[src/verilog/ooo_settings.svh]
`ifndef OOO_SETTINGS_SVH
`define OOO_SETTINGS_SVH

// Reorder buffer sizing
`define OOO_TAG_BITS 4
`define OOO_ROB_DEPTH 16

// Data memory, word addressed
`define OOO_DM_DEPTH 256
`define OOO_DM_ADDR_BITS 8

`endif

[src/verilog/isa_pkg.sv]
package isa_pkg;

    // Primary opcodes
    typedef enum logic [5:0] {
        op_rtype = 6'd0,
        op_beq   = 6'd4,
        op_bne   = 6'd5,
        op_addi  = 6'd8,
        op_slti  = 6'd10,
        op_andi  = 6'd12,
        op_ori   = 6'd13,
        op_xori  = 6'd14,
        op_lw    = 6'd35,
        op_sw    = 6'd43
    } opcode_e;

    // R-type function codes
    typedef enum logic [5:0] {
        fn_sll = 6'd0,
        fn_srl = 6'd2,
        fn_add = 6'd32,
        fn_sub = 6'd34,
        fn_and = 6'd36,
        fn_or  = 6'd37,
        fn_xor = 6'd38,
        fn_slt = 6'd42
    } funct_e;

    typedef struct packed {
        opcode_e     opcode;
        logic [4:0]  rs;
        logic [4:0]  rt;
        logic [4:0]  rd;
        logic [4:0]  shamt;
        funct_e      funct;
    } r_fields_t;

    typedef struct packed {
        opcode_e     opcode;
        logic [4:0]  rs;
        logic [4:0]  rt;
        logic [15:0] imm;
    } i_fields_t;

    // Same 32-bit word, two decodings
    typedef union packed {
        r_fields_t r;
        i_fields_t i;
    } instr_u;

endpackage

[src/verilog/core_pkg.sv]
`include "ooo_settings.svh"

package core_pkg;

    typedef logic [`OOO_TAG_BITS-1:0] rob_tag_t;

    // From the dispatcher, operands already resolved
    typedef struct packed {
        isa_pkg::instr_u instr;
        logic [31:0]     op_a;
        logic [31:0]     op_b;
        logic [31:0]     pc;
        logic            predicted_taken;
    } issue_t;

    typedef struct packed {
        logic            valid;
        rob_tag_t        tag;
        isa_pkg::instr_u instr;
        logic [31:0]     op_a;
        logic [31:0]     op_b;
        logic [31:0]     pc;
    } exec_req_t;

    typedef struct packed {
        logic        valid;
        rob_tag_t    tag;
        logic [31:0] data;
        logic        taken;
        logic [31:0] target;
        logic        fault;
    } exec_res_t;

    typedef struct packed {
        logic        valid;
        logic [4:0]  rd;
        logic [31:0] data;
        logic        wen;
        logic        is_branch;
        logic        mispredict;
        logic [31:0] redirect_pc;
    } commit_t;

    typedef enum logic [1:0] {
        exc_none            = 2'd0,
        exc_invalid_dm_addr = 2'd2
    } exc_cause_e;

endpackage

[src/verilog/reorder_buffer.sv]
`timescale 1ns/1ns
`include "ooo_settings.svh"

module reorder_buffer (
    input  logic                 clk,
    input  logic                 rst,
    input  logic                 issue_valid,
    input  core_pkg::issue_t     issue,
    output logic                 rob_full,
    output core_pkg::exec_req_t  alu_req,
    output core_pkg::exec_req_t  mem_req,
    input  core_pkg::exec_res_t  alu_res,
    input  core_pkg::exec_res_t  mem_res,
    output core_pkg::commit_t    commit,
    output logic                 flush,
    output logic [31:0]          exc_epc,
    output core_pkg::exc_cause_e exc_cause,
    output logic [31:0]          commit_count,
    output logic [31:0]          branch_count,
    output logic [31:0]          miss_count
);
    import isa_pkg::*;
    import core_pkg::*;

    // Entry storage
    logic [`OOO_ROB_DEPTH-1:0] e_alloc;
    logic                      e_done   [`OOO_ROB_DEPTH];
    logic [31:0]               e_data   [`OOO_ROB_DEPTH];
    logic                      e_fault  [`OOO_ROB_DEPTH];
    logic                      e_taken  [`OOO_ROB_DEPTH];
    logic [31:0]               e_target [`OOO_ROB_DEPTH];
    logic                      e_pred   [`OOO_ROB_DEPTH];
    logic [4:0]                e_dest   [`OOO_ROB_DEPTH];
    logic                      e_wen    [`OOO_ROB_DEPTH];
    logic [31:0]               e_pc     [`OOO_ROB_DEPTH];
    logic                      e_branch [`OOO_ROB_DEPTH];

    rob_tag_t                  head;
    rob_tag_t                  tail;
    logic [`OOO_TAG_BITS:0]    count;
    logic [`OOO_TAG_BITS:0]    count_next;

    opcode_e                   issue_op;
    logic                      is_mem;
    logic                      is_store;
    logic                      is_branch_op;
    logic                      accept;
    logic                      do_alloc;
    logic                      retire;
    logic                      head_miss;
    logic                      do_flush;
    exec_req_t                 new_req;
    exec_res_t                 ports [2];

    assign issue_op     = issue.instr.i.opcode;
    assign is_store     = issue_op == op_sw;
    assign is_mem       = is_store || issue_op == op_lw;
    assign is_branch_op = issue_op == op_beq || issue_op == op_bne;

    assign rob_full   = count == (`OOO_TAG_BITS+1)'(`OOO_ROB_DEPTH);
    assign accept     = issue_valid && !rob_full && !flush;
    assign retire     = count != '0 && e_done[head];
    assign head_miss  = e_branch[head] && (e_taken[head] != e_pred[head]);
    assign do_flush   = retire && (head_miss || e_fault[head]);
    assign do_alloc   = accept && !do_flush;
    assign count_next = count + (`OOO_TAG_BITS+1)'(do_alloc) - (`OOO_TAG_BITS+1)'(retire);

    assign ports[0] = alu_res;
    assign ports[1] = mem_res;

    always_comb begin
        new_req.valid = 1'b0;
        new_req.tag   = tail;
        new_req.instr = issue.instr;
        new_req.op_a  = issue.op_a;
        new_req.op_b  = issue.op_b;
        new_req.pc    = issue.pc;
    end

    always_ff @(posedge clk) begin
        if (do_alloc) begin
            e_done[tail]   <= 1'b0;
            e_pred[tail]   <= issue.predicted_taken;
            e_dest[tail]   <= (issue_op == op_rtype) ? issue.instr.r.rd : issue.instr.i.rt;
            e_wen[tail]    <= !(is_store || is_branch_op);
            e_pc[tail]     <= issue.pc;
            e_branch[tail] <= is_branch_op;
        end
        // Stale tags from a flushed path are no longer allocated
        for (int p = 0; p < 2; p++) begin
            if (ports[p].valid && e_alloc[ports[p].tag]) begin
                e_done[ports[p].tag]   <= 1'b1;
                e_data[ports[p].tag]   <= ports[p].data;
                e_fault[ports[p].tag]  <= ports[p].fault;
                e_taken[ports[p].tag]  <= ports[p].taken;
                e_target[ports[p].tag] <= ports[p].target;
            end
        end
    end

    always_ff @(posedge clk or posedge rst) begin
        if (rst) begin
            head         <= '0;
            tail         <= '0;
            count        <= '0;
            e_alloc      <= '0;
            alu_req      <= '0;
            mem_req      <= '0;
            commit       <= '0;
            flush        <= 1'b0;
            exc_epc      <= '0;
            exc_cause    <= exc_none;
            commit_count <= '0;
            branch_count <= '0;
            miss_count   <= '0;
        end else begin
            alu_req       <= new_req;
            alu_req.valid <= do_alloc && !is_mem;
            mem_req       <= new_req;
            mem_req.valid <= do_alloc && is_mem;

            if (do_flush) begin
                // New tags continue past the discarded ones
                head    <= tail;
                count   <= '0;
                e_alloc <= '0;
            end else begin
                if (retire) begin
                    head          <= head + 1'b1;
                    e_alloc[head] <= 1'b0;
                end
                if (do_alloc) begin
                    tail          <= tail + 1'b1;
                    e_alloc[tail] <= 1'b1;
                end
                count <= count_next;
            end

            flush              <= do_flush;
            commit.valid       <= retire;
            commit.rd          <= e_dest[head];
            commit.data        <= e_data[head];
            commit.wen         <= e_wen[head] && !e_fault[head];
            commit.is_branch   <= e_branch[head];
            commit.mispredict  <= head_miss;
            commit.redirect_pc <= e_target[head];

            if (retire && e_fault[head]) begin
                exc_epc   <= e_pc[head];
                exc_cause <= exc_invalid_dm_addr;
            end

            commit_count <= commit_count + 32'(retire);
            branch_count <= branch_count + 32'(retire && e_branch[head]);
            miss_count   <= miss_count + 32'(retire && head_miss);
        end
    end

endmodule
[config.mk]
export PLATFORM = sky130hd
export DESIGN_NAME = reorder_buffer
export DESIGN_NICKNAME = d
export VERILOG_FILES = /design/src/verilog/isa_pkg.sv /design/src/verilog/core_pkg.sv /design/src/verilog/reorder_buffer.sv
export VERILOG_INCLUDE_DIRS = /design/src /design/src/verilog
export SDC_FILE = /design/constraint.sdc
export NUM_CORES = 2
export LEC_CHECK = 0
export ABC_CLOCK_PERIOD_IN_PS = 29100
export BUFFER_PORTS_ARGS = -buffer_cell sky130_fd_sc_hd__buf_2
export CAP_MARGIN = 20
export CORE_UTILIZATION = 65
export DETAILED_ROUTE_END_ITERATION = 10
export GPL_TIMING_DRIVEN = 0
export PLACE_DENSITY = 0.95
export REMOVE_ABC_BUFFERS = 1
export SYNTH_ARGS = -nofsm -noshare
export SYNTH_HDL_FRONTEND = slang
export SYNTH_SLANG_ARGS = --single-unit
[constraint.sdc]
create_clock -name clk -period 29.1 [get_ports clk]
set_input_delay 1.455 -clock clk [delete_from_list [all_inputs] [get_ports clk]]
set_output_delay 1.455 -clock clk [all_outputs]
set_load 0.1 [all_outputs]
# ---- Word-level counts from Yosys, hierarchy flattened
# Memory sizes are Yosys's and may differ from the RTL's. A register that Yosys moved wholly into a read port is not among the register bits.
# Index checks and enable logic that the tools add are counted.
dict set report word_totals {
  regBits 265
  ramBits 1712
  in_bits 274
  output_inout_bits 471
  elab_cells 105
  n_memories 10
}
dict set report classes {
  addsub 7
  n_lt_le_gt_ge 6
  n_eq_ne 6
  n_mux 22
  bitwise_logic 4
  reduce_logical 30
}
# name depth width read_ports rd_ports_with_merged_regs write_ports line
set mem_list {}
lappend mem_list {e_data 16 32 1 1 2 reorder_buffer.sv:28} ;# logic [31:0] e_data [`OOO_ROB_DEPTH];
lappend mem_list {e_pc 16 32 1 1 1 reorder_buffer.sv:35} ;# logic [31:0] e_pc [`OOO_ROB_DEPTH];
lappend mem_list {e_target 16 32 1 1 2 reorder_buffer.sv:31} ;# logic [31:0] e_target [`OOO_ROB_DEPTH];
lappend mem_list {e_dest 16 5 1 1 1 reorder_buffer.sv:33} ;# logic [4:0] e_dest [`OOO_ROB_DEPTH];
lappend mem_list {e_branch 16 1 1 0 1 reorder_buffer.sv:36} ;# logic e_branch [`OOO_ROB_DEPTH];
lappend mem_list {e_done 16 1 1 0 3 reorder_buffer.sv:27} ;# logic e_done [`OOO_ROB_DEPTH];
lappend mem_list {{+4 memories} - - - - - -}
# operator n
set ops {}
lappend ops {{adder 32 x 1 -> 32 bit} 3}
lappend ops {{2-to-1 mux 16 bit} 4}
lappend ops {{less-than comparator 4 x 5 -> 1 bit, second input constant} 4}
lappend ops {{bitwise AND 16 bit} 1}
lappend ops {{logical AND 1 bit} 16}
lappend ops {{inverter 16 bit} 1}
lappend ops {{OR 16 bit} 1}
lappend ops {{equality test 6 x 3 -> 1 bit, second input constant} 2}
lappend ops {{equality test 6 bit, second input constant} 2}
lappend ops {{2-to-1 mux 1 bit} 10}
lappend ops {{2-to-1 mux 5 bit} 2}
lappend ops {{adder 4 x 1 -> 4 bit, second input constant} 2}
lappend ops {{binary-select mux 1 bit (select 4 bit)} 2}
lappend ops {{demux 1 bit (select 4 bit)} 2}
lappend ops {{>= comparator 4 x 1 -> 1 bit, second input constant} 2}
lappend ops {{2-to-1 mux 4 bit} 2}
lappend ops {{logical NOT 1 bit} 6}
lappend ops {{logical NOT 6 bit} 1}
lappend ops {{adder 5 x 1 -> 5 bit} 1}
lappend ops {{equality test 5 bit, second input constant} 1}
lappend ops {{nonzero test 5 bit} 1}
lappend ops {{subtractor 5 x 1 -> 5 bit} 1}
lappend ops {{logical OR 1 bit} 4}
lappend ops {{AND reduction 2 bit} 1}
lappend ops {{other kinds (3)} 3}

# ---- Depth between registers and ports, before layout
dict set report logic_depth {
  depth_word 11
  mapped_depth 22
  depth_no_buf 20
}

# ---- Worst setup path after synthesis
# OpenSTA, ideal clock, no wires.
dict set report synth_path {
  path_kind {input -> register}
  startpoint {input port alu_res[66] in the netlist's numbering}
  endpoint {memory e_data[3][0], enable pin}
  t_arrival_ns 6.842
  required_ns 28.517
  path_slack_ns 21.675
  cell_stages 4
  n_path_buf 1
  cell_sequence {clkbuf_1 -> mux4_2 -> nand3b_1 -> o21ai_0}
}
# item line
set synth_rtl {}
lappend synth_rtl {{start, declared} reorder_buffer.sv:12} ;# input core_pkg::exec_res_t alu_res,
lappend synth_rtl {{end, declared} reorder_buffer.sv:28}

# ---- Worst setup path in the final report
dict set report layout_path {
  startpoint {register head[1]}
  endpoint {register count[4]}
}
dict set report layout_via {
  elab_chain_len 10
  word_cells_on_any_way 15
}
# item line
set layout_lines {}
lappend layout_lines {{start, declared} reorder_buffer.sv:38} ;# rob_tag_t head;
lappend layout_lines {{start signal, assigned} reorder_buffer.sv:124} ;# head <= tail;
lappend layout_lines {{start signal, assigned} reorder_buffer.sv:129} ;# head <= head + 1'b1;
lappend layout_lines {{memory (16 x 1 bit), on equally long branches} -}
lappend layout_lines {{inequality test 1 bit} reorder_buffer.sv:63} ;# assign head_miss = e_branch[head] && (e_taken[head] != e_pred[head]);
lappend layout_lines {{logical AND 1 bit} reorder_buffer.sv:63}
lappend layout_lines {{logical OR 1 bit} reorder_buffer.sv:64} ;# assign do_flush = retire && (head_miss || e_fault[head]);
lappend layout_lines {{logical AND 1 bit} reorder_buffer.sv:64}
lappend layout_lines {{logical NOT 1 bit} reorder_buffer.sv:65} ;# assign do_alloc = accept && !do_flush;
lappend layout_lines {{logical AND 1 bit} reorder_buffer.sv:65}
lappend layout_lines {{adder 5 x 1 -> 5 bit} reorder_buffer.sv:66} ;# assign count_next = count + (`OOO_TAG_BITS+1)'(do_alloc) - (`OOO_TAG_BITS+1)'(retire);
lappend layout_lines {{subtractor 5 x 1 -> 5 bit} reorder_buffer.sv:66}
lappend layout_lines {{2-to-1 mux 5 bit (*)} reorder_buffer.sv:122} ;# if (do_flush) begin
lappend layout_lines {{end signal, assigned} reorder_buffer.sv:136} ;# count <= count_next;
lappend layout_lines {{end, declared} reorder_buffer.sv:40} ;# logic [`OOO_TAG_BITS:0] count;
# Every way passes the cells marked *; elsewhere a longest branch is shown, timed or not.
# A chain may end at the register's enable or synchronous reset.

==> flow_metrics.tcl <==
set metrics [dict create \
    avgSynthCellArea_um2 19.0 \
    drt_iter0_markers 7044 \
    rr_endpoint "count[4]" \
    drv_cap 0 \
    ios 745 \
    arrival_ns 7.39 \
    post-synth-top-area-cell "edfxtp_1" \
    crit_type "reg2reg" \
    fmax_ghz 0.150 \
    instances_no_fill 7392 \
    cpMostUsedCell "inv_1" \
    grt_usage_pct 40.3 \
    register_area_um2 60400 \
    critPathMaxFanout 55 \
    final-hold-violation-count 0 \
    row_count 136 \
    grt_max_degree 131 \
    clkLatencyLatePin_ns 0.86 \
    cts_setup_buffers 0 \
    ctsHoldBuffers 0 \
    ys_warn_count 0 \
    synth_commonest_cells "edfxtp_1, mux2_2, mux4_2, dfrtp_1, clkbuf_1" \
    syn_to_final_growth_pct 15.2 \
    synth_edf_count 1696 \
    synth-seq-cells 2078 \
    finalSetupTns_ns 0 \
    r2r_cells 23 \
    post-route-period-util_pct 22.9 \
    cp-endpoint "count[4]" \
    multi_input_area_um2 28000 \
    fp.dieW_um 376 \
    cts-buffers-inserted 200 \
    power.leakage_uw 0.0364 \
    ant_nets 0 \
    max_slew.worst_pin.slew_ns 1.17 \
    initial_core_util_pct 65.7 \
    dpl.cell_count 6978 \
    clockBufferDepth 3 \
    required_ns 29.83 \
    root_buffer "clkbuf_16" \
    endpoint_kind "register" \
    finClkSkew_ns 0.0488 \
    async_reset_ff_share_pct 17.6 \
    synth-main-ff-cell "edfxtp_1" \
    max-vdd-ir-drop_uv 92.1 \
    ys_seq_area_share_pct 66.6 \
    vias_per_cell 7.07 \
    slew_viol_final 0 \
    routed-via-count 52200 \
    core-area_um2 138000 \
    synthesis.area_um2 90700 \
    utilization_pct 75.7 \
    slowest_delay_ns 0.90 \
    synth_top_area_share_pct 56.2 \
    hp-start "miss_count[31]" \
    grt_pass1_wl_um 396000 \
    path_cells "buf_16 -> buf_16 -> buf_16 -> mux2_2 -> o31a_1 -> a2bb2oi_2 -> or2_2 -> buf_12 -> o21ai_4 -> buf_12 -> nor2b_1 -> inv_1 -> ha_1 -> inv_1 -> ha_1 -> inv_1 -> fa_1 -> inv_1 -> a21oi_1 -> nor2_1 -> nor2_1 -> xnor2_1 -> nor2_1" \
    wirelength_um 282000 \
    cts_tree "done" \
    rsz0062_at_grt "false" \
    slew_headroom_pct 21.7 \
    setup_violations 0 \
    cts_resized 0 \
    netlist_top_cells_area "edfxtp_1, mux2_2, mux4_2" \
    die_h_um 376 \
    htree_levels 4 \
    r2r-start "head[1]" \
    drcViolationCount 0 \
    crit_start "head[1]" \
    r2r_slack_ns 22.44 \
    holdCritPathClass "reg2reg" \
    fin_crit_ns 6.66 \
    synth.most_common_cell "edfxtp_1" \
    status "complete, no violations" \
    synth.distinct_cells 60 \
    fillers 6915 \
    die-area_um2 141000 \
    syn-instance-count 4765 \
    antenna_found_initial 69 \
    nets 5612 \
    powerDensity_nw_per_um2 90.7 \
    slowest_stage "dfrtp_4" \
    grt_pass1_vias 54200 \
    dp_hpwl_um 165000 \
    drive_gt1_share_pct 52.3 \
    cts_sinks 2078 \
    overflow 0 \
    finalWeightedCongestion 0.885 \
    io_buffer_count 743 \
    wl_per_cell_um 38.1 \
    startpoint_type "register" \
    clkTransAtPathRegs_ns 0.07 \
    drt-pass1-iter-count 10 \
]
==> flip-flops by register name, summed over array words and instances, names as in the netlist <==
signal        flops
alu_req           1
branch_count     32
commit           73
commit_count     32
count             5
e_alloc          16
e_branch         16
e_data          512
e_dest           80
e_done           16
e_fault          16
e_pc            512
e_pred           16
e_taken          16
e_target        512
e_wen            16
exc_cause         1
exc_epc          32
flush             1
head              4
mem_req         133
miss_count       32
tail              4
==> power by group <==
group          switching [µW]  internal (µW)  total, µW
registers                 184           3470       3650
logic                    1980           1110       3090
clock network            1180           1560       2740
==> metrics by stage <==
stage	total power (µW)	hold WS, ns	setup slack (ns)	instance area [µm²]
after global routing	9690	0.487	22.09	104000
after CTS	9460	0.471	22.50	104000
after detailed placement	6720	0.452	22.58	97600
final	9480	0.473	22.44	105000
after global placement	7780	0.425	-4.47	94200
after floorplan	6630	0.418	7.44	88100
==> how the worst min path moves through the flow <==
stage                        to  slack, ns  cells after the start
3_5_place_dp         e_done[11]       0.45                      2
5_1_grt        commit_count[31]       0.49                      1
3_3_place_gp          e_done[7]       0.43                      1
2_1_floorplan         e_done[7]       0.42                      1
6_report         miss_count[31]       0.47                      1
4_1_cts               e_done[7]       0.47                      1
==> worst max-delay path: cells and delay by family (launching register included) <==
kind,cells,cell delay (ns)
AO/OA/AOI/OAI,4,1.00
XOR/XNOR,1,0.15
adder cells (fa/ha/maj),3,0.91
buffers and inverters,9,1.89
flip-flops,1,0.90
multiplexers,1,0.46
AND/OR/NAND/NOR,5,1.14
==> per-layer routing <==
layer	global-route usage (%)	part of all wire, %
met5	0	0.14
met2	63.6	48
met1	46.3	30
met4	29.2	8.5
met3	13.7	13
==> placed cells by master, fill, tap and decap left out, types with 25 or more instances in the layout <==
cell type and count:
mux2_2 1095, edfxtp_1 1696, clkbuf_16 202, nand2_1 67, nor2_1 50, bufinv_16 26
clkinv_1 29, buf_16 58, dfrtp_1 363, inv_1 25, buf_2 744, clkbuf_1 47
buf_12 66, diode_2 33, nand3_1 49, mux4_2 532, xnor2_1 72, xor2_1 25
clkinv_2 29
==> cell families after synthesis <==
| kind of cell | Yosys count | synth area share (%) |
|---|---|---|
| AOI/OAI and AO/OA | 86 | 0.637 |
| xor gates and xnor gates | 98 | 0.967 |
| adders and majority gates | 21 | 0.298 |
| buffers and inverters | 553 | 2.96 |
| DFF | 2078 | 66.6 |
| muxes | 1629 | 26.8 |
| other | 1 | 0.00414 |
| and+or+nand+nor | 299 | 1.67 |
==> area by class of cell <==
type                            count  area share [%]
Clock buffer                      265            5.22
Timing Repair Buffer              874            6.43
Multi-Input combinational cell   2134            26.8
Antenna cell                       33          0.0790
Sequential cell                  2078            57.8
Tap cell                         1863            2.23
Inverter                           29           0.119
Clock inverter                    116            1.33
Power figures use the tool's default switching activity.
